File: src/tomasulo_pkg.sv
// shared widths, instruction view and stage-to-stage records of the core
// every module refers to these by scoped name

package tomasulo_pkg;

    localparam int XLEN      = 32;
    localparam int TAG_W     = 3;
    localparam int ROB_DEPTH = 2 ** TAG_W;

    // --------------------------------------------------
    // instruction word
    // --------------------------------------------------
    typedef struct packed {
        logic [6:0] funct7;
        logic [4:0] rs2;
        logic [4:0] rs1;
        logic [2:0] funct3;
        logic [4:0] rd;
        logic [6:0] opcode;
    } r_view_t;

    typedef struct packed {
        logic [11:0] imm;
        logic [4:0]  rs1;
        logic [2:0]  funct3;
        logic [4:0]  rd;
        logic [6:0]  opcode;
    } i_view_t;

    typedef union packed {
        r_view_t r_view;
        i_view_t i_view;
    } instr_u;

    typedef enum logic [2:0] {
        OP_ADD,
        OP_SUB,
        OP_AND,
        OP_OR,
        OP_XOR,
        OP_SLT,
        OP_MUL,
        OP_NOP
    } alu_op_e;

    // --------------------------------------------------
    // stage records
    // --------------------------------------------------
    typedef struct packed {
        alu_op_e             op;
        logic [TAG_W-1:0]    tag;
        logic [XLEN-1:0]     vj;
        logic [XLEN-1:0]     vk;
        logic [TAG_W-1:0]    qj;
        logic [TAG_W-1:0]    qk;
        logic                qj_pend;
        logic                qk_pend;
    } rs_entry_t;

    typedef struct packed {
        logic                valid;
        alu_op_e             op;
        logic [TAG_W-1:0]    tag;
        logic [XLEN-1:0]     a;
        logic [XLEN-1:0]     b;
    } fu_req_t;

    typedef struct packed {
        logic                valid;
        logic [TAG_W-1:0]    tag;
        logic [XLEN-1:0]     value;
    } cdb_t;

    typedef struct packed {
        logic [4:0] rd;
        logic       write;
    } rob_alloc_t;

    typedef struct packed {
        logic [TAG_W-1:0] tag_j;
        logic [TAG_W-1:0] tag_k;
    } rob_query_t;

    typedef struct packed {
        logic            ready_j;
        logic            ready_k;
        logic [XLEN-1:0] value_j;
        logic [XLEN-1:0] value_k;
    } rob_reply_t;

    typedef struct packed {
        logic             valid;
        logic [4:0]       rd;
        logic             write;
        logic [XLEN-1:0]  value;
        logic [TAG_W-1:0] tag;
    } commit_t;

endpackage
File: src/alu_unit.sv
// single-cycle add/logic unit; the result waits in its register for the bus
module alu_unit (
    input  logic                   clk,
    input  logic                   arst_n,
    input  tomasulo_pkg::fu_req_t  req,
    input  logic                   grant,
    output tomasulo_pkg::cdb_t     result,
    output logic                   busy
);
    logic [tomasulo_pkg::XLEN-1:0] value;

    always_comb begin
        case (req.op)
            tomasulo_pkg::OP_ADD: value = req.a + req.b;
            tomasulo_pkg::OP_SUB: value = req.a - req.b;
            tomasulo_pkg::OP_AND: value = req.a & req.b;
            tomasulo_pkg::OP_OR:  value = req.a | req.b;
            tomasulo_pkg::OP_XOR: value = req.a ^ req.b;
            tomasulo_pkg::OP_SLT: value = {31'd0, $signed(req.a) < $signed(req.b)};
            default:              value = '0;
        endcase
    end

    // free again in the cycle the held result is granted
    assign busy = result.valid & ~grant;

    always_ff @(posedge clk or negedge arst_n) begin
        if (!arst_n) begin
            result <= '0;
        end else if (req.valid) begin
            result <= '{valid: 1'b1, tag: req.tag, value: value};
        end else if (grant) begin
            result.valid <= 1'b0;
        end
    end

endmodule

File: src/cdb_arbiter.sv
// picks one held unit result per cycle for the common data bus
// multiplier first since it has waited longest, then the alu
module cdb_arbiter (
    input  tomasulo_pkg::cdb_t alu_result,
    input  tomasulo_pkg::cdb_t mul_result,
    output tomasulo_pkg::cdb_t cdb,
    output logic               alu_grant,
    output logic               mul_grant
);

    always_comb begin
        mul_grant = mul_result.valid;
        alu_grant = alu_result.valid & ~mul_result.valid;
        if (mul_grant) begin
            cdb = mul_result;
        end else if (alu_grant) begin
            cdb = alu_result;
        end else begin
            cdb = '0;
        end
    end

endmodule

File: src/issue_stage.sv
// front end of the core: decodes one word per cycle, reads operands through
// the register status table and the reorder buffer, renames the destination
module issue_stage #(
    parameter int N_ALU_RS = 3,
    parameter int N_MUL_RS = 2
) (
    input  logic                             clk,
    input  logic                             arst_n,
    input  logic                             in_valid,
    input  tomasulo_pkg::instr_u             instr,
    input  logic [tomasulo_pkg::TAG_W-1:0]   alloc_tag,
    input  logic                             rob_full,
    input  tomasulo_pkg::rob_reply_t         reply,
    input  logic                             alu_full,
    input  logic                             mul_full,
    input  tomasulo_pkg::cdb_t               cdb,
    input  tomasulo_pkg::commit_t            commit,
    output logic                             stall,
    output tomasulo_pkg::rob_alloc_t         alloc,
    output logic                             alloc_valid,
    output tomasulo_pkg::rob_query_t         query,
    output tomasulo_pkg::rs_entry_t          rs_new,
    output logic                             rs_issue,
    output logic                             rs_is_mul
);
    localparam logic [6:0] OPC_REG = 7'b0110011;
    localparam logic [6:0] OPC_IMM = 7'b0010011;

    logic [tomasulo_pkg::XLEN-1:0]  regs [32];
    logic [31:0]                    stat_pend;
    logic [tomasulo_pkg::TAG_W-1:0] stat_tag [32];

    tomasulo_pkg::alu_op_e          op;
    logic                           use_imm;
    logic                           class_full;
    logic [4:0]                     rs1, rs2, rd;
    logic [tomasulo_pkg::XLEN-1:0]  imm_se;

    assign rs1    = instr.r_view.rs1;
    assign rs2    = instr.r_view.rs2;
    assign rd     = instr.r_view.rd;
    assign imm_se = {{20{instr.i_view.imm[11]}}, instr.i_view.imm};

    // --------------------------------------------------
    // decode
    // --------------------------------------------------
    always_comb begin
        op      = tomasulo_pkg::OP_NOP;
        use_imm = 1'b0;
        if (instr.r_view.opcode == OPC_REG) begin
            case ({instr.r_view.funct7, instr.r_view.funct3})
                {7'h00, 3'b000}: op = tomasulo_pkg::OP_ADD;
                {7'h20, 3'b000}: op = tomasulo_pkg::OP_SUB;
                {7'h01, 3'b000}: op = tomasulo_pkg::OP_MUL;
                {7'h00, 3'b111}: op = tomasulo_pkg::OP_AND;
                {7'h00, 3'b110}: op = tomasulo_pkg::OP_OR;
                {7'h00, 3'b100}: op = tomasulo_pkg::OP_XOR;
                {7'h00, 3'b010}: op = tomasulo_pkg::OP_SLT;
                default:         op = tomasulo_pkg::OP_NOP;
            endcase
        end else if (instr.i_view.opcode == OPC_IMM) begin
            use_imm = 1'b1;
            case (instr.i_view.funct3)
                3'b000:  op = tomasulo_pkg::OP_ADD;
                3'b111:  op = tomasulo_pkg::OP_AND;
                3'b110:  op = tomasulo_pkg::OP_OR;
                3'b100:  op = tomasulo_pkg::OP_XOR;
                3'b010:  op = tomasulo_pkg::OP_SLT;
                default: op = tomasulo_pkg::OP_NOP;
            endcase
        end
    end

    // a class built with no stations can never take an instruction
    assign rs_is_mul   = (op == tomasulo_pkg::OP_MUL);
    assign class_full  = rs_is_mul ? (N_MUL_RS == 0 || mul_full) : (N_ALU_RS == 0 || alu_full);
    assign stall       = rob_full | (in_valid & class_full);
    assign rs_issue    = in_valid & ~stall;
    assign alloc_valid = rs_issue;

    // unsupported words still take a slot and retire without a write
    assign alloc.rd    = (op != tomasulo_pkg::OP_NOP && rd != 5'd0) ? rd : 5'd0;
    assign alloc.write = (op != tomasulo_pkg::OP_NOP && rd != 5'd0);

    assign query.tag_j = stat_tag[rs1];
    assign query.tag_k = stat_tag[rs2];

    // operand read: register file, else finished rob entry, else bus this cycle
    always_comb begin
        rs_new     = '0;
        rs_new.op  = op;
        rs_new.tag = alloc_tag;
        if (op != tomasulo_pkg::OP_NOP) begin
            if (!stat_pend[rs1]) begin
                rs_new.vj = regs[rs1];
            end else if (reply.ready_j) begin
                rs_new.vj = reply.value_j;
            end else if (cdb.valid && cdb.tag == query.tag_j) begin
                rs_new.vj = cdb.value;
            end else begin
                rs_new.qj      = query.tag_j;
                rs_new.qj_pend = 1'b1;
            end
            if (use_imm) begin
                rs_new.vk = imm_se;
            end else if (!stat_pend[rs2]) begin
                rs_new.vk = regs[rs2];
            end else if (reply.ready_k) begin
                rs_new.vk = reply.value_k;
            end else if (cdb.valid && cdb.tag == query.tag_k) begin
                rs_new.vk = cdb.value;
            end else begin
                rs_new.qk      = query.tag_k;
                rs_new.qk_pend = 1'b1;
            end
        end
    end

    // --------------------------------------------------
    // register file and status table
    // --------------------------------------------------
    always_ff @(posedge clk or negedge arst_n) begin
        if (!arst_n) begin
            stat_pend <= '0;
            for (int i = 0; i < 32; i++) begin
                regs[i]     <= '0;
                stat_tag[i] <= '0;
            end
        end else begin
            if (commit.valid && commit.write) begin
                regs[commit.rd] <= commit.value;
                // a newer writer keeps the register renamed
                if (stat_pend[commit.rd] && stat_tag[commit.rd] == commit.tag) begin
                    stat_pend[commit.rd] <= 1'b0;
                end
            end
            if (rs_issue && alloc.write) begin
                stat_pend[alloc.rd] <= 1'b1;
                stat_tag[alloc.rd]  <= alloc_tag;
            end
        end
    end

    // a stalled instruction stays presented, unchanged, until taken
    a_hold_under_stall: assert property (@(posedge clk) disable iff (!arst_n)
        in_valid && stall |=> in_valid && $stable(instr));

endmodule

File: src/mul_unit.sv
// iterative shift-add multiplier, one bit per cycle, low word of the product
// result appears 33 cycles after the request and is held until granted
module mul_unit (
    input  logic                   clk,
    input  logic                   arst_n,
    input  tomasulo_pkg::fu_req_t  req,
    input  logic                   grant,
    output tomasulo_pkg::cdb_t     result,
    output logic                   busy
);
    logic                           running;
    logic [5:0]                     step;
    logic [tomasulo_pkg::XLEN-1:0]  acc, mcand, mplier;
    logic [tomasulo_pkg::TAG_W-1:0] tag_q;

    assign busy = running | (result.valid & ~grant);

    // --------------------------------------------------
    // control
    // --------------------------------------------------
    always_ff @(posedge clk or negedge arst_n) begin
        if (!arst_n) begin
            running <= 1'b0;
            step    <= '0;
            result  <= '0;
        end else begin
            if (grant) result.valid <= 1'b0;
            if (req.valid) begin
                running <= 1'b1;
                step    <= '0;
            end else if (running) begin
                if (step == 6'd32) begin
                    running <= 1'b0;
                    result  <= '{valid: 1'b1, tag: tag_q, value: acc};
                end else begin
                    step <= step + 6'd1;
                end
            end
        end
    end

    // --------------------------------------------------
    // datapath
    // --------------------------------------------------
    always_ff @(posedge clk) begin
        if (req.valid) begin
            acc    <= '0;
            mcand  <= req.a;
            mplier <= req.b;
            tag_q  <= req.tag;
        end else if (running && step != 6'd32) begin
            if (mplier[0]) acc <= acc + mcand;
            mcand  <= mcand << 1;
            mplier <= mplier >> 1;
        end
    end

endmodule

File: src/reorder_buffer.sv
// circular reorder buffer: hands out tags at issue, collects bus results,
// answers operand lookups and retires the head in program order
module reorder_buffer (
    input  logic                             clk,
    input  logic                             arst_n,
    input  tomasulo_pkg::rob_alloc_t         alloc,
    input  logic                             alloc_valid,
    input  tomasulo_pkg::rob_query_t         query,
    input  tomasulo_pkg::cdb_t               cdb,
    output logic [tomasulo_pkg::TAG_W-1:0]   alloc_tag,
    output logic                             full,
    output tomasulo_pkg::rob_reply_t         reply,
    output tomasulo_pkg::commit_t            commit
);
    localparam int DEPTH = tomasulo_pkg::ROB_DEPTH;
    localparam int TW    = tomasulo_pkg::TAG_W;

    tomasulo_pkg::rob_alloc_t       dest  [DEPTH];
    logic [tomasulo_pkg::XLEN-1:0]  value [DEPTH];
    logic [DEPTH-1:0]               done;
    logic [TW-1:0]                  head, tail;
    logic [TW:0]                    count;

    assign alloc_tag = tail;
    assign full      = (count == (TW+1)'(DEPTH));

    assign reply.ready_j = done[query.tag_j];
    assign reply.ready_k = done[query.tag_k];
    assign reply.value_j = value[query.tag_j];
    assign reply.value_k = value[query.tag_k];

    // head retires as soon as its result is in
    assign commit.valid = (count != '0) && done[head];
    assign commit.rd    = dest[head].rd;
    assign commit.write = dest[head].write;
    assign commit.value = value[head];
    assign commit.tag   = head;

    // --------------------------------------------------
    // pointers and status
    // --------------------------------------------------
    always_ff @(posedge clk or negedge arst_n) begin
        if (!arst_n) begin
            head  <= '0;
            tail  <= '0;
            count <= '0;
            done  <= '0;
        end else begin
            if (cdb.valid) done[cdb.tag] <= 1'b1;
            if (alloc_valid) begin
                done[tail] <= 1'b0;
                tail       <= tail + 1'b1;
            end
            if (commit.valid) head <= head + 1'b1;
            count <= count + (TW+1)'(alloc_valid) - (TW+1)'(commit.valid);
        end
    end

    always_ff @(posedge clk) begin
        if (alloc_valid) dest[tail] <= alloc;
        if (cdb.valid) value[cdb.tag] <= cdb.value;
    end

    // a broadcast always targets a live entry that is still waiting
    a_cdb_live: assert property (@(posedge clk) disable iff (!arst_n)
        cdb.valid |-> !done[cdb.tag] && count != '0);

endmodule

File: src/rs_bank.sv
// reservation stations for both unit classes; alu stations sit at the low
// indices, multiplier stations above them
module rs_bank #(
    parameter int N_ALU_RS = 3,
    parameter int N_MUL_RS = 2
) (
    input  logic                      clk,
    input  logic                      arst_n,
    input  tomasulo_pkg::rs_entry_t   rs_new,
    input  logic                      rs_issue,
    input  logic                      rs_is_mul,
    input  tomasulo_pkg::cdb_t        cdb,
    input  logic                      alu_busy,
    input  logic                      mul_busy,
    output logic                      alu_full,
    output logic                      mul_full,
    output tomasulo_pkg::fu_req_t     alu_req,
    output tomasulo_pkg::fu_req_t     mul_req
);
    localparam int N_RS = N_ALU_RS + N_MUL_RS;

    tomasulo_pkg::rs_entry_t entry [N_RS];
    logic [N_RS-1:0]         used;
    logic [N_RS-1:0]         ready;
    logic                    alu_has_free, mul_has_free, alu_has_ready, mul_has_ready;
    int                      alu_free, mul_free, alu_pick, mul_pick, new_idx;

    always_comb begin
        for (int i = 0; i < N_RS; i++) begin
            ready[i] = used[i] & ~entry[i].qj_pend & ~entry[i].qk_pend;
        end
    end

    // lowest free and lowest ready slot of each class
    always_comb begin
        alu_has_free  = 1'b0;
        alu_has_ready = 1'b0;
        alu_free      = 0;
        alu_pick      = 0;
        for (int i = N_ALU_RS - 1; i >= 0; i--) begin
            if (!used[i]) begin
                alu_has_free = 1'b1;
                alu_free     = i;
            end
            if (ready[i]) begin
                alu_has_ready = 1'b1;
                alu_pick      = i;
            end
        end
        mul_has_free  = 1'b0;
        mul_has_ready = 1'b0;
        mul_free      = N_ALU_RS;
        mul_pick      = N_ALU_RS;
        for (int i = N_RS - 1; i >= N_ALU_RS; i--) begin
            if (!used[i]) begin
                mul_has_free = 1'b1;
                mul_free     = i;
            end
            if (ready[i]) begin
                mul_has_ready = 1'b1;
                mul_pick      = i;
            end
        end
    end

    assign alu_full = ~alu_has_free;
    assign mul_full = ~mul_has_free;
    assign new_idx  = rs_is_mul ? mul_free : alu_free;

    assign alu_req = '{valid: alu_has_ready & ~alu_busy, op: entry[alu_pick].op,
                       tag: entry[alu_pick].tag, a: entry[alu_pick].vj, b: entry[alu_pick].vk};
    assign mul_req = '{valid: mul_has_ready & ~mul_busy, op: entry[mul_pick].op,
                       tag: entry[mul_pick].tag, a: entry[mul_pick].vj, b: entry[mul_pick].vk};

    always_ff @(posedge clk or negedge arst_n) begin
        if (!arst_n) begin
            used <= '0;
        end else begin
            if (alu_req.valid) used[alu_pick] <= 1'b0;
            if (mul_req.valid) used[mul_pick] <= 1'b0;
            if (rs_issue) used[new_idx] <= 1'b1;
        end
    end

    // operand capture from the bus, then the new entry
    always_ff @(posedge clk) begin
        for (int i = 0; i < N_RS; i++) begin
            if (cdb.valid && entry[i].qj_pend && entry[i].qj == cdb.tag) begin
                entry[i].vj      <= cdb.value;
                entry[i].qj_pend <= 1'b0;
            end
            if (cdb.valid && entry[i].qk_pend && entry[i].qk == cdb.tag) begin
                entry[i].vk      <= cdb.value;
                entry[i].qk_pend <= 1'b0;
            end
        end
        if (rs_issue) entry[new_idx] <= rs_new;
    end

    // the stall from issue must keep a full class from being written
    a_no_write_when_full: assert property (@(posedge clk) disable iff (!arst_n)
        rs_issue |-> !used[new_idx]);

endmodule

File: src/tomasulo_core.sv
// top of the out-of-order core: issue, stations, units, bus and commit
// the instruction source presents one word at a time and holds it under stall
module tomasulo_core #(
    parameter int N_ALU_RS = 3,
    parameter int N_MUL_RS = 2
) (
    input  logic                            clk,
    input  logic                            arst_n,
    input  logic                            in_valid,
    input  tomasulo_pkg::instr_u            instr,
    output logic                            stall,
    output logic                            commit_valid,
    output logic [4:0]                      commit_rd,
    output logic                            commit_write,
    output logic [tomasulo_pkg::XLEN-1:0]   commit_value
);
    tomasulo_pkg::rob_alloc_t         alloc;
    tomasulo_pkg::rob_query_t         query;
    tomasulo_pkg::rob_reply_t         reply;
    tomasulo_pkg::rs_entry_t          rs_new;
    tomasulo_pkg::fu_req_t            alu_req, mul_req;
    tomasulo_pkg::cdb_t               alu_result, mul_result, cdb;
    tomasulo_pkg::commit_t            commit;
    logic [tomasulo_pkg::TAG_W-1:0]   alloc_tag;
    logic                             alloc_valid, rob_full;
    logic                             rs_issue, rs_is_mul, alu_full, mul_full;
    logic                             alu_busy, mul_busy, alu_grant, mul_grant;

    // --------------------------------------------------
    // issue and stations
    // --------------------------------------------------
    issue_stage #(.N_ALU_RS(N_ALU_RS), .N_MUL_RS(N_MUL_RS)) u_issue_stage (
        .clk, .arst_n, .in_valid, .instr, .alloc_tag, .rob_full, .reply,
        .alu_full, .mul_full, .cdb, .commit, .stall, .alloc, .alloc_valid,
        .query, .rs_new, .rs_issue, .rs_is_mul
    );

    rs_bank #(.N_ALU_RS(N_ALU_RS), .N_MUL_RS(N_MUL_RS)) u_rs_bank (
        .clk, .arst_n, .rs_new, .rs_issue, .rs_is_mul, .cdb, .alu_busy,
        .mul_busy, .alu_full, .mul_full, .alu_req, .mul_req
    );

    // --------------------------------------------------
    // execute, write-back and commit
    // --------------------------------------------------
    alu_unit u_alu_unit (
        .clk, .arst_n, .req(alu_req), .grant(alu_grant), .result(alu_result), .busy(alu_busy)
    );

    mul_unit u_mul_unit (
        .clk, .arst_n, .req(mul_req), .grant(mul_grant), .result(mul_result), .busy(mul_busy)
    );

    cdb_arbiter u_cdb_arbiter (.alu_result, .mul_result, .cdb, .alu_grant, .mul_grant);

    reorder_buffer u_reorder_buffer (
        .clk, .arst_n, .alloc, .alloc_valid, .query, .cdb, .alloc_tag,
        .full(rob_full), .reply, .commit
    );

    assign commit_valid = commit.valid;
    assign commit_rd    = commit.rd;
    assign commit_write = commit.write;
    assign commit_value = commit.value;

endmodule

File: config.mk
export PLATFORM = sky130hd
export DESIGN_NAME = tomasulo_core
export DESIGN_NICKNAME = d
export VERILOG_FILES = /design/src/tomasulo_pkg.sv /design/src/alu_unit.sv /design/src/cdb_arbiter.sv /design/src/issue_stage.sv /design/src/mul_unit.sv /design/src/reorder_buffer.sv /design/src/rs_bank.sv /design/src/tomasulo_core.sv
export SDC_FILE = /design/constraint.sdc
export NUM_CORES = 2
export LEC_CHECK = 0
export ABC_AREA = 0
export ABC_CLOCK_PERIOD_IN_PS = 4800
export BUFFER_PORTS_ARGS = -buffer_cell sky130_fd_sc_hd__buf_2
export CAP_MARGIN = 10
export CELL_PAD_IN_SITES_DETAIL_PLACEMENT = 0
export CELL_PAD_IN_SITES_GLOBAL_PLACEMENT = 1
export CORE_MARGIN = 5
export CORE_UTILIZATION = 48
export DETAILED_ROUTE_END_ITERATION = 12
export PLACE_DENSITY = 0.88
export SLEW_MARGIN = 10
export SYNTH_ARGS = -nofsm -noshare
export SYNTH_HDL_FRONTEND = slang
export SYNTH_SLANG_ARGS = --single-unit
File: constraint.sdc
create_clock -name clk -period 4.8 [get_ports clk]
set_input_delay 0.24 -clock clk [delete_from_list [all_inputs] [get_ports clk]]
set_output_delay 0.24 -clock clk [all_outputs]
set_load 0.02 [all_outputs]
==> results by group <==
Outcome
  – Status: finished, final reports clean

Timing
  – Min Tclk post-route: 4740 ps
  – Worst clock skew: 43.5 ps
  – Worst-Margin Slew: 1240 ps
  – Rel. slew slack: 16.2%
  – Setup Viol. Count Final: 0
  – Part of the cycle the worst path needs: 98.7%
  – Slew Limit Fails: 0
  – Hold Fails Final Rpt: 0
  – FMAX: 211 MHz

Logic synthesis
  – Post-synth top area share: 28.0%
  – Post-Syn Instances: 9780
  – Syn_nets: 9962
  – Post-Syn Area: 0.112 mm2
  – Ys async rst share: 61.4%
  – Synth area leaders: dfrtp_1 (28%), edfxtp_1 (20%), mux4_2 (15%), o21ai_0 (6.1%), mux2i_1 (5.9%)
  – Register area share after synthesis: 48.7%
  – Post-synth top area cell: dfrtp_1
  – Top FF cell, synth: dfrtp_1
  – Seq cells post-synth: 2041
  – Synth warnings: 0
  – Synth unique cells: 111
  – Number of synthesized flops with an enable pin: 755
  – Mean Syn Cell Area: 11.5 um2

Global routing
  – Largest net degree at the start of global routing: 179
  – Vias in the first global route: 83500
  – GRT Total Usage: 29.6%
  – Initial antenna violation count: 20
  – Total grt overflow: 0
  – First-pass GRT wire length: 544000 um

Layout
  – Share of cells above drive strength 1: 22.3%
  – Synthesis-to-layout area growth: 12.0%
  – # nets final: 9895
  – Area of the multi-input gates: 0.0539 mm2
  – Register area: 0.0547 mm2
  – Fill count: 19000
  – Fin util: 54.0%

Detailed routing
  – Detailed-route DRC error count: 0
  – Iter 0 DRT Violations: 10600
  – Via count: 84700
  – Detailed-route vias per instance: 6.50
  – Mean routed wirelength per cell: 28.1 um
  – First drt pass iteration count: 9
  – Post-route ant nets: 0
  – Routed wire length: 366000 um

Worst setup path
  – Worst path required time: 5600 ps
  – Worst path slowest cell: a211oi_1
  – Crit Path Class: reg2reg
  – Buffers & Inverters on Critical Path: 1
  – Critical Path End Type: flip-flop
  – Crit path max fanout: 7
  – Capturing point of the worst reg2reg path: u_mul_unit.acc[31]$_SDFFE_PP0P_
  – CP cell instances: ha_1, a21oi_1, nand2_1, a211oi_1, buf_4, o31ai_1, a31oi_1, o31ai_1, a21oi_1, o2111ai_1, o211ai_1, mux2i_1
  – Reg-to-reg critical path startpoint: u_mul_unit.mcand[12]$_DFFE_PP_
  – Reg2reg path depth: 12
  – Crit path DAT: 5540 ps
  – Max stage delay on crit path: 750 ps
  – CP top delay family: compound AO/OA/AOI/OAI gates
  – Setup crit start kind: flip-flop
  – Flop-to-flop setup slack: 60 ps

Clock network
  – Num Clock Sinks: 2041
  – CTS clk-pin slew, worst paths: 70 ps
  – TritonCTS buffer count: 206
  – Clk Latency, worst-skew pair: 890 ps
  – Clock Tree Buf Depth: 3
  – TritonCTS clock tree: built
  – Root buffer cell: clkbuf_16
  – H-tree depth: 4

Die
  – Die height: 494 um
  – Floorplan core area: 0.233 mm2
  – Initial Util: 48.2%
  – IO Pins: 75
  – Die area: 0.244 mm2
  – Rows: 177
  – Die Wd: 494 um

Placed design
  – Gpl congestion: 0.973
  – Post-DP HPWL: 241000 um
  – PortBufs: 74

Power
  – Power per cell area: 619 mW/mm2
  – Pwr Total: 77.8 mW
  – Leakage power: 50.0 nW
  – Worst VDD drop: 476 uV

Flow run
  – Max-cap violations: 0

Min path
  – Hold crit path type: in2async
==> worst max-delay path by stage <==
stage / from / to / slack [ps] / cells after the start
4_1_cts: u_rs_bank.entry[1][1]$_SDFFCE_PN0P_ / u_alu_unit.result[27]$_DFFE_PN0P_ / 7 / 19
2_1_floorplan: u_mul_unit.result[35]$_DFF_PN0_ / u_rs_bank.entry[1][0]$_SDFFCE_PN0P_ / 40 / 7
5_1_grt: u_rs_bank.entry[2][1]$_SDFFCE_PN0P_ / u_alu_unit.result[31]$_DFFE_PN0P_ / -40 / 17
6_report: u_mul_unit.mcand[12]$_DFFE_PP_ / u_mul_unit.acc[31]$_SDFFE_PP0P_ / 60 / 12
3_5_place_dp: u_rs_bank.entry[0][1]$_SDFFCE_PN0P_ / u_alu_unit.result[30]$_DFFE_PN0P_ / -220 / 19
3_3_place_gp: u_rs_bank.entry[2][1]$_SDFFCE_PN0P_ / u_alu_unit.result[30]$_DFFE_PN0P_ / -290 / 20
==> power by group <==
group | switching (mW) | internal (mW) | leakage (nW) | total (mW)
clock | 7.36 | 9.27 | 3.41 | 16.6
combinational | 20.3 | 13.5 | 22.6 | 33.7
sequential | 3.82 | 23.7 | 24.0 | 27.5
total | 31.4 | 46.4 | 50.0 | 77.8
==> cells in the final DEF, fill, tap and decap left out, types with 32 or more instances in the layout <==
cell type and n:
nand2b_1 35, a221o_1 50, clkbuf_16 209, a211oi_2 35
dfrtp_1 1248, nor2_1 365, o211ai_1 59, nand3_1 88
a21o_1 38, o21ai_1 73, mux2_2 166, nor2_4 41
buf_4 477, mux2i_1 625, o21bai_1 35, mux4_2 763
nand2_4 32, nor3_1 45, ha_1 141, buf_2 63
a22oi_1 42, inv_1 160, clkinv_2 52, edfxtp_1 755
o21ai_0 1351, nand2_1 1642, xnor2_1 47, a21oi_1 312
dfxtp_1 32, a31oi_1 47, buf_12 68
==> area by class of cell <==
| type | instances | share of cell area [%] |
|---|---|---|
| antenna | 5 | 0.00995 |
| clock buffer | 267 | 4.54 |
| clock inverter | 117 | 1.00 |
| inverter | 180 | 0.541 |
| multi-input combinational | 6651 | 42.9 |
| sequential | 2041 | 43.5 |
| tap | 3132 | 3.12 |
| timing repair buffer | 633 | 4.42 |
==> registers in the layout, indices dropped and copies added, names as in the netlist, 36 cells and up <==
name	cells
u_rs_bank.entry	384
u_alu_unit.result	36
u_reorder_buffer.dest	48
u_reorder_buffer.value	256
u_mul_unit.result	36
u_issue_stage.stat_tag	96
u_issue_stage.regs	1024
==> worst register-to-register path: cells and delay by family, from the launching register on <==
kind                       cells  cell delay, ps
AOI/OAI and AO/OA              8            2640
DFF                            1             580
adders and majority gates      1             490
and+or+nand+nor                1             470
buffers and inverters          1             290
muxes                          1             210
==> through the flow <==
| stage | TNS [ps] | hold WS, ps | instance area, um2 | worst slack, ps | cells |
|---|---|---|---|---|---|
| final | 0 | 12.6 | 126000 | 61.1 | 13000 |
| after CTS | 0 | 20.6 | 126000 | 6.84 | 13000 |
| after floorplan | 0 | -55.6 | 112000 | 42.0 | 9780 |
| after detailed placement | -237 | 349 | 118000 | -221 | 12600 |
| after global placement | -347 | 308 | 118000 | -293 | 12600 |
| after global routing | -98.7 | 70.2 | 126000 | -42.4 | 13000 |
==> routing by layer <==
metal,up-vias,track usage [%],wire (um)
met3,940,8.02,43500
met1,42700,39.7,139000
met5,-,0,62
met2,5088,45.7,167000
li1,36000,-,-
met4,10,12.3,16700
==> repair_timing <==
| action | CTS | global route |
|---|---|---|
| gates resized for setup | 7 | 37 |
| buffers inserted | 0 | 10 |
| hold endpoints to repair | 182 | 0 |
| pin swaps | 0 | 7 |
| cloned | 0 | 2 |
| setup endpoints to repair | 11 | 20 |
| hold buffers | 13 | 0 |
==> synthesized netlist by cell type (all sizes together), types with 25 or more instances <==
| master | n |
|---|---|
| nand2 | 1674 |
| o21ai | 1427 |
| dfrtp | 1254 |
| mux4 | 763 |
| edfxtp | 755 |
| mux2i | 661 |
| clkbuf | 631 |
| nor2 | 417 |
| a21oi | 325 |
| buf | 278 |
| mux2 | 186 |
| inv | 167 |
| ha | 143 |
| nand3 | 91 |
| a211oi | 65 |
| o211ai | 60 |
| nor3 | 53 |
| a221o | 50 |
| a31oi | 50 |
| xnor2 | 47 |
| a22oi | 46 |
| a21o | 39 |
| nand2b | 37 |
| o21bai | 35 |
| dfxtp | 32 |
| o221ai | 30 |
| o31ai | 29 |
| xor2 | 26 |
| nor2b | 25 |
| o21a | 25 |
==> logic make-up (layout without fill, tap and decap cells) <==
kind of cell	after synthesis	count (layout)	share of synthesized area [%]
compound gates	2375	2375	12.6
xor+xnor	73	73	0.570
fa+ha+maj	147	147	1.67
buf+inv	1089	1197	4.12
flops	2041	2041	48.7
mux	1610	1611	23.1
other cells	0	5	0
simple gates	2445	2445	9.22
Power figures use the tool's default switching activity.
